===== src/include/dispatch_defs.svh =====
`ifndef DISPATCH_DEFS_SVH
`define DISPATCH_DEFS_SVH

// datapath widths
`define WORD_W      32
`define S_REGS      32
`define S_IDX_W     5
`define M_REGS      16
`define M_IDX_W     4
`define NUM_FU      5
`define TAG_W       2

// opcodes, bits 6..0 of the instruction word
`define OP_ALU      7'b0110011
`define OP_ALUI     7'b0010011
`define OP_LOAD     7'b0000011
`define OP_STORE    7'b0100011
`define OP_BRANCH   7'b1100011
`define OP_JAL      7'b1101111
`define OP_MLOAD    7'b0001011
`define OP_GEMM     7'b0101011
`define OP_HALT     7'b1111111

// matrix table producer codes
`define MTAG_GEMM   2'd1
`define MTAG_MLOAD  2'd2

`endif

===== src/rtl/dispatch_pkg.sv =====
`include "dispatch_defs.svh"

package dispatch_pkg;

    // unit number, also the bit index into busy and done vectors
    typedef enum logic [2:0] {
        FU_ALU    = 3'd0,
        FU_LDST   = 3'd1,
        FU_BRANCH = 3'd2,
        FU_MLDST  = 3'd3,
        FU_GEMM   = 3'd4
    } fu_id_t;

    // scalar producer tags
    typedef enum logic [`TAG_W-1:0] {
        TAG_NONE = 2'd0,
        TAG_ALU  = 2'd1,
        TAG_LOAD = 2'd2,
        TAG_JUMP = 2'd3
    } tag_t;

    typedef enum logic [1:0] {
        BR_NONE = 2'd0,
        BR_COND = 2'd1,
        BR_JAL  = 2'd2
    } branch_kind_t;

    // register-register scalar format
    typedef struct packed {
        logic [6:0]          funct7;
        logic [`S_IDX_W-1:0] rs2;
        logic [`S_IDX_W-1:0] rs1;
        logic [2:0]          funct3;
        logic [`S_IDX_W-1:0] rd;
        logic [6:0]          opcode;
    } instr_r_t;

    // immediate scalar format
    typedef struct packed {
        logic [11:0]         imm;
        logic [`S_IDX_W-1:0] rs1;
        logic [2:0]          funct3;
        logic [`S_IDX_W-1:0] rd;
        logic [6:0]          opcode;
    } instr_i_t;

    // matrix format, bits 15..7 unused
    typedef struct packed {
        logic [`M_IDX_W-1:0] md;
        logic [`M_IDX_W-1:0] ms1;
        logic [`M_IDX_W-1:0] ms2;
        logic [`M_IDX_W-1:0] ms3;
        logic [8:0]          rsvd;
        logic [6:0]          opcode;
    } instr_m_t;

    typedef union packed {
        instr_r_t r;
        instr_i_t i;
        instr_m_t m;
    } instr_u;

endpackage


===== src/rtl/dispatch_top.sv =====
`timescale 1ns/1ps
`include "dispatch_defs.svh"

module dispatch_top (
    input  logic                 CLK,
    input  logic                 nRST,
    input  logic                 fetch_valid,
    input  dispatch_pkg::instr_u fetch_instr,
    input  logic                 branch_miss,
    input  logic                 branch_resolved,
    input  logic                 wb_s_en,
    input  logic [`S_IDX_W-1:0]  wb_s_rd,
    input  logic                 wb_m_en,
    input  logic [`M_IDX_W-1:0]  wb_m_rd,
    input  logic [`NUM_FU-1:0]   fu_done,
    output logic                 freeze,
    output logic                 issue_valid,
    output dispatch_pkg::fu_id_t issue_fu,
    output logic [`S_IDX_W-1:0]  issue_rd,
    output logic [`S_IDX_W-1:0]  issue_rs1,
    output logic [`S_IDX_W-1:0]  issue_rs2,
    output logic [`WORD_W-1:0]   issue_imm,
    output logic [`TAG_W-1:0]    issue_t1,
    output logic [`TAG_W-1:0]    issue_t2,
    output logic                 issue_spec,
    output logic                 halt
);

    logic [`NUM_FU-1:0] fu_busy;

    dispatch dispatch_i (
        .CLK             (CLK),
        .nRST            (nRST),
        .fetch_valid     (fetch_valid),
        .fetch_instr     (fetch_instr),
        .branch_miss     (branch_miss),
        .branch_resolved (branch_resolved),
        .wb_s_en         (wb_s_en),
        .wb_s_rd         (wb_s_rd),
        .wb_m_en         (wb_m_en),
        .wb_m_rd         (wb_m_rd),
        .fu_done         (fu_done),
        .fu_busy         (fu_busy),
        .freeze          (freeze),
        .issue_valid     (issue_valid),
        .issue_fu        (issue_fu),
        .issue_rd        (issue_rd),
        .issue_rs1       (issue_rs1),
        .issue_rs2       (issue_rs2),
        .issue_imm       (issue_imm),
        .issue_t1        (issue_t1),
        .issue_t2        (issue_t2),
        .issue_spec      (issue_spec),
        .halt            (halt)
    );

    // unit occupancy, fed back to hazard detection
    fu_status_table fust_i (
        .CLK         (CLK),
        .nRST        (nRST),
        .issue_valid (issue_valid),
        .issue_fu    (issue_fu),
        .fu_done     (fu_done),
        .busy        (fu_busy)
    );

endmodule


===== src/rtl/dispatch.sv =====
`timescale 1ns/1ps
`include "dispatch_defs.svh"

module dispatch (
    input  logic                  CLK,
    input  logic                  nRST,
    input  logic                  fetch_valid,
    input  dispatch_pkg::instr_u  fetch_instr,
    input  logic                  branch_miss,
    input  logic                  branch_resolved,
    input  logic                  wb_s_en,
    input  logic [`S_IDX_W-1:0]   wb_s_rd,
    input  logic                  wb_m_en,
    input  logic [`M_IDX_W-1:0]   wb_m_rd,
    input  logic [`NUM_FU-1:0]    fu_done,
    input  logic [`NUM_FU-1:0]    fu_busy,
    output logic                  freeze,
    output logic                  issue_valid,
    output dispatch_pkg::fu_id_t  issue_fu,
    output logic [`S_IDX_W-1:0]   issue_rd,
    output logic [`S_IDX_W-1:0]   issue_rs1,
    output logic [`S_IDX_W-1:0]   issue_rs2,
    output logic [`WORD_W-1:0]    issue_imm,
    output logic [`TAG_W-1:0]     issue_t1,
    output logic [`TAG_W-1:0]     issue_t2,
    output logic                  issue_spec,
    output logic                  halt
);

    dispatch_pkg::fu_id_t       dec_fu;
    dispatch_pkg::branch_kind_t dec_branch;
    logic                       dec_s_write;
    logic                       dec_m_write;
    logic [`WORD_W-1:0]         dec_imm;
    logic                       dec_halt;
    logic                       is_gemm;
    logic                       struct_haz;
    logic                       waw_haz;
    logic                       accept;
    logic                       spec_q;
    logic                       s_dest_busy;
    logic                       m_dest_busy;
    logic [`TAG_W-1:0]          s_di_tag;
    logic [`TAG_W-1:0]          m_di_tag;
    logic [`TAG_W-1:0]          s_tag_a;
    logic [`TAG_W-1:0]          s_tag_b;
    logic [`TAG_W-1:0]          m_tag_a;
    logic [`TAG_W-1:0]          m_tag_b;

    instr_decoder dec_i (
        .instr       (fetch_instr),
        .fu          (dec_fu),
        .s_write     (dec_s_write),
        .m_write     (dec_m_write),
        .branch_kind (dec_branch),
        .imm         (dec_imm),
        .is_halt     (dec_halt)
    );

    reg_status_table #(.REGS(`S_REGS), .IDX_W(`S_IDX_W)) s_rst_i (
        .CLK       (CLK),
        .nRST      (nRST),
        .di_write  (accept && dec_s_write),
        .di_sel    (fetch_instr.r.rd),
        .di_tag    (s_di_tag),
        .di_spec   (spec_q),
        .wb_write  (wb_s_en),
        .wb_sel    (wb_s_rd),
        .flush     (branch_miss),
        .resolved  (branch_resolved),
        .rd_sel_a  (fetch_instr.r.rs1),
        .rd_sel_b  (fetch_instr.r.rs2),
        .dest_sel  (fetch_instr.r.rd),
        .dest_busy (s_dest_busy),
        .tag_a     (s_tag_a),
        .tag_b     (s_tag_b)
    );

    // matrix claims are never speculative
    reg_status_table #(.REGS(`M_REGS), .IDX_W(`M_IDX_W)) m_rst_i (
        .CLK       (CLK),
        .nRST      (nRST),
        .di_write  (accept && dec_m_write),
        .di_sel    (fetch_instr.m.md),
        .di_tag    (m_di_tag),
        .di_spec   (1'b0),
        .wb_write  (wb_m_en),
        .wb_sel    (wb_m_rd),
        .flush     (1'b0),
        .resolved  (1'b0),
        .rd_sel_a  (fetch_instr.m.ms1),
        .rd_sel_b  (fetch_instr.m.ms2),
        .dest_sel  (fetch_instr.m.md),
        .dest_busy (m_dest_busy),
        .tag_a     (m_tag_a),
        .tag_b     (m_tag_b)
    );

    assign is_gemm = (dec_fu == dispatch_pkg::FU_GEMM);

    // producer tag for the claimed destination
    always_comb begin
        case (dec_fu)
            dispatch_pkg::FU_LDST:   s_di_tag = dispatch_pkg::TAG_LOAD;
            dispatch_pkg::FU_BRANCH: s_di_tag = dispatch_pkg::TAG_JUMP;
            dispatch_pkg::FU_ALU:    s_di_tag = dispatch_pkg::TAG_ALU;
            default:                 s_di_tag = dispatch_pkg::TAG_NONE;
        endcase
    end
    assign m_di_tag = is_gemm ? `MTAG_GEMM : `MTAG_MLOAD;

    // the op sitting in the issue register has not reached the unit table yet
    assign struct_haz = (fu_busy[dec_fu] && !fu_done[dec_fu])
                      || (issue_valid && (issue_fu == dec_fu));
    assign waw_haz    = (dec_s_write && s_dest_busy) || (dec_m_write && m_dest_busy);
    assign freeze     = fetch_valid && (struct_haz || waw_haz);
    assign accept     = fetch_valid && !freeze && !branch_miss;

    always_ff @(posedge CLK, negedge nRST) begin
        if (!nRST) begin
            spec_q <= 1'b0;
            halt   <= 1'b0;
        end else begin
            if (accept && (dec_branch == dispatch_pkg::BR_COND)) begin
                spec_q <= 1'b1;
            end else if (branch_resolved || branch_miss) begin
                spec_q <= 1'b0;
            end
            // sticky until reset
            if (accept && dec_halt) begin
                halt <= 1'b1;
            end
        end
    end

    always_ff @(posedge CLK, negedge nRST) begin
        if (!nRST) begin
            issue_valid <= 1'b0;
        end else begin
            issue_valid <= accept;
        end
    end

    // payload only loads on acceptance
    always_ff @(posedge CLK) begin
        if (accept) begin
            issue_fu   <= dec_fu;
            issue_rd   <= is_gemm ? `S_IDX_W'(fetch_instr.m.md)  : fetch_instr.r.rd;
            issue_rs1  <= is_gemm ? `S_IDX_W'(fetch_instr.m.ms1) : fetch_instr.r.rs1;
            issue_rs2  <= is_gemm ? `S_IDX_W'(fetch_instr.m.ms2) : fetch_instr.r.rs2;
            issue_imm  <= dec_imm;
            issue_t1   <= is_gemm ? m_tag_a : s_tag_a;
            issue_t2   <= is_gemm ? m_tag_b : s_tag_b;
            issue_spec <= spec_q;
        end
    end

    // a mispredict squashes whatever was at fetch
    a_miss_squash: assert property (@(posedge CLK) disable iff (!nRST)
        branch_miss |=> !issue_valid);

endmodule


===== src/rtl/fu_status_table.sv =====
`timescale 1ns/1ps
`include "dispatch_defs.svh"

module fu_status_table (
    input  logic                 CLK,
    input  logic                 nRST,
    input  logic                 issue_valid,
    input  dispatch_pkg::fu_id_t issue_fu,
    input  logic [`NUM_FU-1:0]   fu_done,
    output logic [`NUM_FU-1:0]   busy
);

    always_ff @(posedge CLK, negedge nRST) begin
        if (!nRST) begin
            busy <= '0;
        end else begin
            for (int i = 0; i < `NUM_FU; i++) begin
                // a fresh issue outranks completion of the previous op
                if (issue_valid && (issue_fu == dispatch_pkg::fu_id_t'(i))) begin
                    busy[i] <= 1'b1;
                end else if (fu_done[i]) begin
                    busy[i] <= 1'b0;
                end
            end
        end
    end

    // dispatch must never send work to an occupied unit
    a_no_issue_to_busy: assert property (@(posedge CLK) disable iff (!nRST)
        issue_valid |-> !(busy[issue_fu] && !fu_done[issue_fu]));

endmodule


===== src/rtl/reg_status_table.sv =====
`timescale 1ns/1ps
`include "dispatch_defs.svh"

module reg_status_table #(
    parameter int REGS  = 32,
    parameter int IDX_W = 5
) (
    input  logic              CLK,
    input  logic              nRST,
    input  logic              di_write,
    input  logic [IDX_W-1:0]  di_sel,
    input  logic [`TAG_W-1:0] di_tag,
    input  logic              di_spec,
    input  logic              wb_write,
    input  logic [IDX_W-1:0]  wb_sel,
    input  logic              flush,
    input  logic              resolved,
    input  logic [IDX_W-1:0]  rd_sel_a,
    input  logic [IDX_W-1:0]  rd_sel_b,
    input  logic [IDX_W-1:0]  dest_sel,
    output logic              dest_busy,
    output logic [`TAG_W-1:0] tag_a,
    output logic [`TAG_W-1:0] tag_b
);

    logic [REGS-1:0]   busy;
    logic [REGS-1:0]   spec;
    logic [`TAG_W-1:0] tag [REGS];

    always_ff @(posedge CLK, negedge nRST) begin
        if (!nRST) begin
            busy <= '0;
            spec <= '0;
            for (int i = 0; i < REGS; i++) begin
                tag[i] <= '0;
            end
        end else begin
            for (int i = 0; i < REGS; i++) begin
                // new claim beats a writeback to the same entry
                if (di_write && (di_sel == IDX_W'(i))) begin
                    busy[i] <= 1'b1;
                    tag[i]  <= di_tag;
                    spec[i] <= di_spec;
                end else if ((wb_write && (wb_sel == IDX_W'(i))) || (flush && spec[i])) begin
                    busy[i] <= 1'b0;
                    tag[i]  <= '0;
                    spec[i] <= 1'b0;
                end else if (resolved) begin
                    spec[i] <= 1'b0;
                end
            end
        end
    end

    // lookups are combinational
    assign dest_busy = busy[dest_sel];
    assign tag_a     = tag[rd_sel_a];
    assign tag_b     = tag[rd_sel_b];

    // dispatch holds off any claim on a pending register
    a_no_double_claim: assert property (@(posedge CLK) disable iff (!nRST)
        di_write |-> !busy[di_sel]);

endmodule


===== src/rtl/instr_decoder.sv =====
`timescale 1ns/1ps
`include "dispatch_defs.svh"

module instr_decoder (
    input  dispatch_pkg::instr_u       instr,
    output dispatch_pkg::fu_id_t       fu,
    output logic                       s_write,
    output logic                       m_write,
    output dispatch_pkg::branch_kind_t branch_kind,
    output logic [`WORD_W-1:0]         imm,
    output logic                       is_halt
);

    // only one immediate format is supported
    assign imm = {{(`WORD_W-12){instr.i.imm[11]}}, instr.i.imm};

    always_comb begin
        // unknown opcodes fall through as an ALU no-op
        fu          = dispatch_pkg::FU_ALU;
        s_write     = 1'b0;
        m_write     = 1'b0;
        branch_kind = dispatch_pkg::BR_NONE;
        is_halt     = 1'b0;
        case (instr.r.opcode)
            `OP_ALU, `OP_ALUI: begin
                s_write = 1'b1;
            end
            `OP_LOAD: begin
                fu      = dispatch_pkg::FU_LDST;
                s_write = 1'b1;
            end
            `OP_STORE: begin
                fu = dispatch_pkg::FU_LDST;
            end
            `OP_BRANCH: begin
                fu          = dispatch_pkg::FU_BRANCH;
                branch_kind = dispatch_pkg::BR_COND;
            end
            `OP_JAL: begin
                // link register is claimed with the jump tag
                fu          = dispatch_pkg::FU_BRANCH;
                s_write     = 1'b1;
                branch_kind = dispatch_pkg::BR_JAL;
            end
            `OP_MLOAD: begin
                fu      = dispatch_pkg::FU_MLDST;
                m_write = 1'b1;
            end
            `OP_GEMM: begin
                fu      = dispatch_pkg::FU_GEMM;
                m_write = 1'b1;
            end
            `OP_HALT: begin
                is_halt = 1'b1;
            end
            default: begin
                fu = dispatch_pkg::FU_ALU;
            end
        endcase
    end

endmodule


===== config.mk =====
export PLATFORM = sky130hd
export DESIGN_NAME = dispatch_top
export DESIGN_NICKNAME = d
export VERILOG_FILES = /design/src/rtl/dispatch_pkg.sv /design/src/rtl/dispatch_top.sv /design/src/rtl/dispatch.sv /design/src/rtl/fu_status_table.sv /design/src/rtl/reg_status_table.sv /design/src/rtl/instr_decoder.sv
export VERILOG_INCLUDE_DIRS = /design/src /design/src/include
export SDC_FILE = /design/constraint.sdc
export NUM_CORES = 1
export LEC_CHECK = 0
export ABC_AREA = 1
export BUFFER_PORTS_ARGS = -buffer_cell sky130_fd_sc_hd__buf_2
export CAP_MARGIN = 20
export CORE_MARGIN = 2
export CORE_UTILIZATION = 55
export CTS_BUF_LIST = sky130_fd_sc_hd__clkbuf_8 sky130_fd_sc_hd__clkbuf_16
export DETAILED_ROUTE_END_ITERATION = 10
export PLACE_DENSITY = 0.75
export SLEW_MARGIN = 15
export SYNTH_ARGS = -nofsm -noshare
export SYNTH_HDL_FRONTEND = slang
export SYNTH_SLANG_ARGS = --single-unit

===== constraint.sdc =====
create_clock -name CLK -period 3 [get_ports CLK]
set_input_delay 0.45 -clock CLK [delete_from_list [all_inputs] [get_ports CLK]]
set_output_delay 0.45 -clock CLK [all_outputs]
set_load 0.005 [all_outputs]

* Yosys cells after proc, flatten, opt, wreduce, memory -nomap -nowiden *
Index checks and enable logic that the tools add are counted.
Widths: inputs -> output; s select.

word-level totals
  register bits = 219
  input bits = 53
  output and inout bits = 58
  word-level logic and storage cells = 847

operators by class
  magnitude comparators = 7
  equality and inequality tests = 110
  multiplexer cells = 300
  bitwise operators = 4
  reduce and logical (&&, ||, !) cells = 279

operators with widths
  operator            count
  $mux 2              107
  $mux 1              180
  $eq 5x5->1 const B  32
  $logic_and 1x1->1   144
  $reduce_bool 2->1   54
  $reduce_bool 3->1   32
  $eq 5x4->1 const B  16
  $eq 4x4->1 const B  16
  $eq 5x3->1 const B  8
  $logic_or 1x1->1    36
  $eq 4x3->1 const B  8
  $eq 7x6->1 const B  3
  $eq 7x7->1 const B  3
  $bmux 2 s5          2
  $eq 5x2->1 const B  4
  $bmux 2 s4          2
  $eq 4x2->1 const B  4
  $ge 6x6->1 const B  2
  $not 5->6           2
  $pmux 3 s4          1
  $eq 5x1->1 const B  2
  $ge 5x5->1 const B  2
  $logic_not 5->1     2
  $not 4->5           2
  other kinds (23)    36

* Depth between registers and ports, before layout *
  depth after elaboration = 16
  gate-level depth with buffers = 19
  gate-level depth less buffers = 16

* Cells and area by module *
A second synthesis with hierarchy kept.

second synthesis, totals
  cell total of the unflattened synthesis = 1904
  area total of the unflattened synthesis = 13814.5 um^2

by module, submodules not included
  module                                  instances  cells each  area each (um^2)  sequential area each (um^2)
  reg_status_table at dispatch_i.s_rst_i  1          1052        7158.1            3203.1
  reg_status_table at dispatch_i.m_rst_i  1          583         3784.9            1601.5
  dispatch                                1          166         2219.6            1726.7
  instr_decoder                           1          67          402.9             0.0
  fu_status_table                         1          36          249.0             125.1

* Least setup slack after synthesis *
OpenSTA, ideal clock, no wires.

  path kind = input -> register
  start point = input port fetch_instr[7] (netlist bit)
  end point = register dispatch_i.issue_fu[0], enable pin
  setup time = 0.386 ns
  arrival = 2.211 ns
  data required time = 2.614 ns
  slack = 0.403 ns
  stages on the path = 15
  path buffers = 1
  cells stage by stage = buf_2 inv_1 nand2_2 inv_2 a21oi_1 nand2_1 nand2_1 nand2_1 nor2_1 nand2_1 nand2_1 nor2_1 nor2_4 nand2_2 inv_1

on the way
  longest elaborated chain between the ends = 9

ends and longest elaborated chain
  item                            line                    text
  start, declared                 dispatch_top.sv:8       input dispatch_pkg::instr_u fetch_instr,
  $bmux 1 s5                      reg_status_table.sv:56  assign dest_busy = busy[dest_sel];
  $mux 1 (not written as such)    reg_status_table.sv:56
  $logic_and 1x1->1               dispatch.sv:115         assign waw_haz = (dec_s_write && s_dest_busy) || (dec_m_write && m_dest_busy);
  $logic_or 1x1->1                dispatch.sv:115
  $logic_or 1x1->1                dispatch.sv:116         assign freeze = fetch_valid && (struct_haz || waw_haz);
  $logic_and 1x1->1               dispatch.sv:116
  $logic_not 1->1                 dispatch.sv:117         assign accept = fetch_valid && !freeze && !branch_miss;
  $logic_and 1x1->1 (2 in a row)  dispatch.sv:117
  named net dispatch_i.accept     dispatch.sv:39          logic accept;
  end signal, assigned            dispatch.sv:147         issue_fu <= dec_fu;
  end, declared                   dispatch.sv:19          output dispatch_pkg::fu_id_t issue_fu,

The timed path passes the listed nets, and every way through them passes these cells. The select of a mux whose other input is x is not followed.
A chain may end at the register's enable or synchronous reset.

* Final worst setup path *
  start point = input port fetch_instr[7] (netlist bit)
  end point = output port freeze

on the way
  longest elaborated chain between the ends = 6

ends and longest elaborated chain
  item                          line                    text
  $bmux 1 s5                    reg_status_table.sv:56
  $mux 1 (not written as such)  reg_status_table.sv:56
  $logic_and 1x1->1             dispatch.sv:115
  $logic_or 1x1->1              dispatch.sv:115
  $logic_or 1x1->1              dispatch.sv:116
  $logic_and 1x1->1             dispatch.sv:116
  end, declared                 dispatch_top.sv:16      output logic freeze,

No other way between the ends. The select of a mux whose other input is x is not followed.

==> results_dict.tcl <==
set metrics [dict create \
    holdPathStages 2 \
    ioPinCount 111 \
    place_congestion 0.942 \
    grtUsageMet3_pct 6.72 \
    r2r_cells 16 \
    slew_violations 0 \
    synth_seq_area_share_pct 45.2 \
    cts_buffers 25 \
    cp_max_fo 10 \
    worst_slew_pin_slew_ns 0.923 \
    die-height_um 153 \
    vias_per_cell 6.20 \
    setup_viol 0 \
    path_class "in2out" \
    skew_ns 0.0294 \
    insertion_delay_ns 0.55 \
    grt_usage_pct 33.7 \
    synth.distinct_cells 31 \
    dr.pass1.iters 6 \
    min_path_type "in2reg" \
    antenna_found_initial 2 \
    nNetsFinal 1774 \
    fp.dieW_um 153 \
    fin_crit_ns 2.89 \
    rows 54 \
    cap_violations 0 \
    synthCells 1665 \
    rsz0062_at_grt "no" \
    ant_nets 0 \
    holdPathEnd "fust_i.busy[4]" \
    grt_use_met2_pct 50.9 \
    worstHoldStart "fu_done[4]" \
    route.detailed.drc 0 \
    clk_pin_slew_ns 0.06 \
    dpl.hpwl_um 26900 \
    dieArea_um2 23500 \
    finalHoldViolCount 0 \
    grt_pass1_vias 11800 \
    initial_core_util_pct 56.1 \
    p_leak_nw 6.79 \
    critPathArrivalTime_ns 2.44 \
    syn_area_um2 12200 \
    syn_area_per_cell_um2 7.35 \
    cts_root_buffer "clkbuf_16" \
    vias 12500 \
    fmax_mhz 346 \
    use_met1_pct 46.7 \
    syn_nets 1718 \
    clockBufferDepth 3 \
    wirelength_um 39600 \
    htreeDepth 1 \
    tns_ns 0 \
    end_kind "primary output" \
    required_ns 2.55 \
    status "finished, final reports clean" \
    fin_ws_ns 0.107 \
    port_buffers 107 \
    yosys_warnings 0 \
    grt_start_max_net_pins 64 \
    ys_ff_latch 215 \
    grt_overflow 0 \
    ir_worst_vdd_uv 393 \
    r2r_setup_slack_ns 0.56 \
    layout-drive-gt1-share_pct 11.3 \
    start_kind "input port" \
    p_per_area_nw_per_um2 491 \
    drtIter0Drc 1700 \
    routedWlPerCell_um 19.6 \
    grt_first_pass_wirelength_um 63500 \
    core-area_um2 21800 \
    cts_tree "done" \
    relSlewSlack_pct 38.5 \
    clock_sinks 215 \
    top_usage_layer "met2" \
    timing.final.crit_share_pct 96.4 \
    place_ws_ns 0.0926 \
    r2r-end "dispatch_i.s_rst_i.tag[31]" \
    syn_to_final_growth_pct 12.3 \
    r2r_start "dispatch_i.m_rst_i.busy[14]" \
]
-- logic make-up (layout without fill, tap and decap cells) --
| group | after synthesis | after routing | share of synthesized area [%] |
|---|---|---|---|
| buf+inv | 287 | 358 | 10.0 |
| simple gates | 924 | 924 | 32.9 |
| flops | 215 | 215 | 45.2 |
| other cells | 0 | 1 | 0 |
| compound gates | 235 | 235 | 11.5 |
| mux | 4 | 4 | 0.327 |
-- area by class of cell --
type	instances	area, um^2
Fill cell	1939	8080
Clock buffer	26	639
Antenna cell	1	2.50
Tap cell	280	350
Inverter	171	642
Multi-Input combinational cell	1163	5490
Sequential cell	215	5540
Timing Repair Buffer	145	942
Clock inverter	16	141
-- Yosys cell counts --
cell        n  area [um^2]
a31oi_1     4         25.0
buf_1      12         45.0
o22ai_1    39          244
o21ai_1     1         5.00
buf_6       5         56.3
nand2_1   375         1410
o311ai_0    8         70.1
edfxtp_1   31          931
inv_2       2         7.51
o221ai_1   20          175
o211ai_1   21          158
nand3_1   296         1480
nor2_4      2         22.5
nor2_1    172          646
dfrtp_1   184         4600
nand4_1    50          313
a21oi_1    30          150
nor3_2      2         20.0
buf_2      14         70.1
a22oi_1     1         7.51
nand2_2     5         31.3
o21bai_1    1         7.51
buf_4      25          188
nor2_2      1         6.26
mux2i_1     4         40.0
a32oi_1     4         35.0
clkinv_1    3         11.3
nor3_1     21          105
inv_1     166          623
clkbuf_1   60          225
o21ai_0   106          531
-- worst max-delay path by stage --
stage / start / cells after the start / slack [ns] / endpoint
global placement: fetch_instr[7] / 16 / 0.16 / dispatch_i.s_rst_i.spec[21]
finish: fetch_instr[7] / 14 / 0.11 / freeze
floorplan: fetch_instr[7] / 15 / 0.40 / dispatch_i.issue_fu[0]
CTS: dispatch_i.m_rst_i.busy[1] / 14 / 0.16 / freeze
global route: fetch_instr[7] / 14 / 0.03 / freeze
detailed placement: fetch_instr[7] / 16 / 0.09 / dispatch_i.s_rst_i.tag[31]
-- power by group --
| group | switching [mW] | leakage, nW | internal, mW | total (mW) |
|---|---|---|---|---|
| Sequential | 0.0284 | 2.84 | 3.03 | 3.06 |
| Combinational | 0.525 | 3.56 | 0.207 | 0.732 |
| Clock | 1.24 | 0.398 | 1.71 | 2.96 |
-- timing repair --
action                     CTS  global route
setup buffers                0             0
resized for setup            0             1
setup endpoints to repair    0             1
hold buffers                 1             0
hold endpoints to repair    60             0
-- stage by stage --
step,area [um^2],cells,hold WS [ns],total power [mW],utilization (%)
after floorplan,12200,1665,0.154,3.49,-
after global placement,12900,1973,0.456,3.81,59.3
after detailed placement,12900,1973,0.467,3.82,59.3
after CTS,13700,2016,0.111,6.76,63.0
after global routing,13700,2017,0.117,6.96,63.0
final,13700,2017,0.113,6.74,63.0
-- layer usage --
| layer | vias up | part of all wire (%) |
|---|---|---|
| met5 | - | 0 |
| met4 | 0 | 5.1 |
| met3 | 164 | 13 |
| met2 | 894 | 44 |
| met1 | 5753 | 39 |
| li1 | 5700 | - |
-- sequential cells by signal (all words and copies together), names as in the netlist --
name	flops
fust_i.busy	5
dispatch_i.issue_t2	2
dispatch_i.issue_rd	5
dispatch_i.issue_spec	1
dispatch_i.issue_valid	1
dispatch_i.halt	1
dispatch_i.s_rst_i.tag	64
dispatch_i.m_rst_i.busy	16
dispatch_i.issue_fu	3
dispatch_i.m_rst_i.tag	32
dispatch_i.issue_rs2	4
dispatch_i.issue_rs1	5
dispatch_i.issue_t1	2
dispatch_i.s_rst_i.spec	32
dispatch_i.s_rst_i.busy	32
dispatch_i.spec_q	1
dispatch_i.issue_imm	9
-- critical path, stage by stage --
cell and delay [ns]:
buf_2 0.21, inv_1 0.08, nand2_2 0.18, inv_2 0.16, nand2_1 0.08, o21ai_1 0.07
o21ai_0 0.23, nand3_1 0.11, nor2_1 0.18, nor2_1 0.12, nor2_4 0.21, buf_12 0.17
nor2_1 0.04, buf_2 0.13
-- layout by cell type (no fill, tap or decap), drive strengths merged, types with 2 or more instances in the layout --
| cell | netlist | layout |
|---|---|---|
| dfrtp | 184 | 184 |
| bufinv | 0 | 2 |
| buf | 56 | 144 |
| nand3 | 296 | 296 |
| nor3 | 23 | 23 |
| o22ai | 39 | 39 |
| mux2i | 4 | 4 |
| o21ai | 107 | 107 |
| clkbuf | 60 | 26 |
| o311ai | 8 | 8 |
| a32oi | 4 | 4 |
| o221ai | 20 | 20 |
| o211ai | 21 | 21 |
| clkinv | 3 | 8 |
| a31oi | 4 | 4 |
| nor2 | 175 | 175 |
| inv | 168 | 175 |
| clkinvlp | 0 | 2 |
| a21oi | 30 | 30 |
| edfxtp | 31 | 31 |
| nand4 | 50 | 50 |
| nand2 | 380 | 380 |
Power figures use the tool's default switching activity.
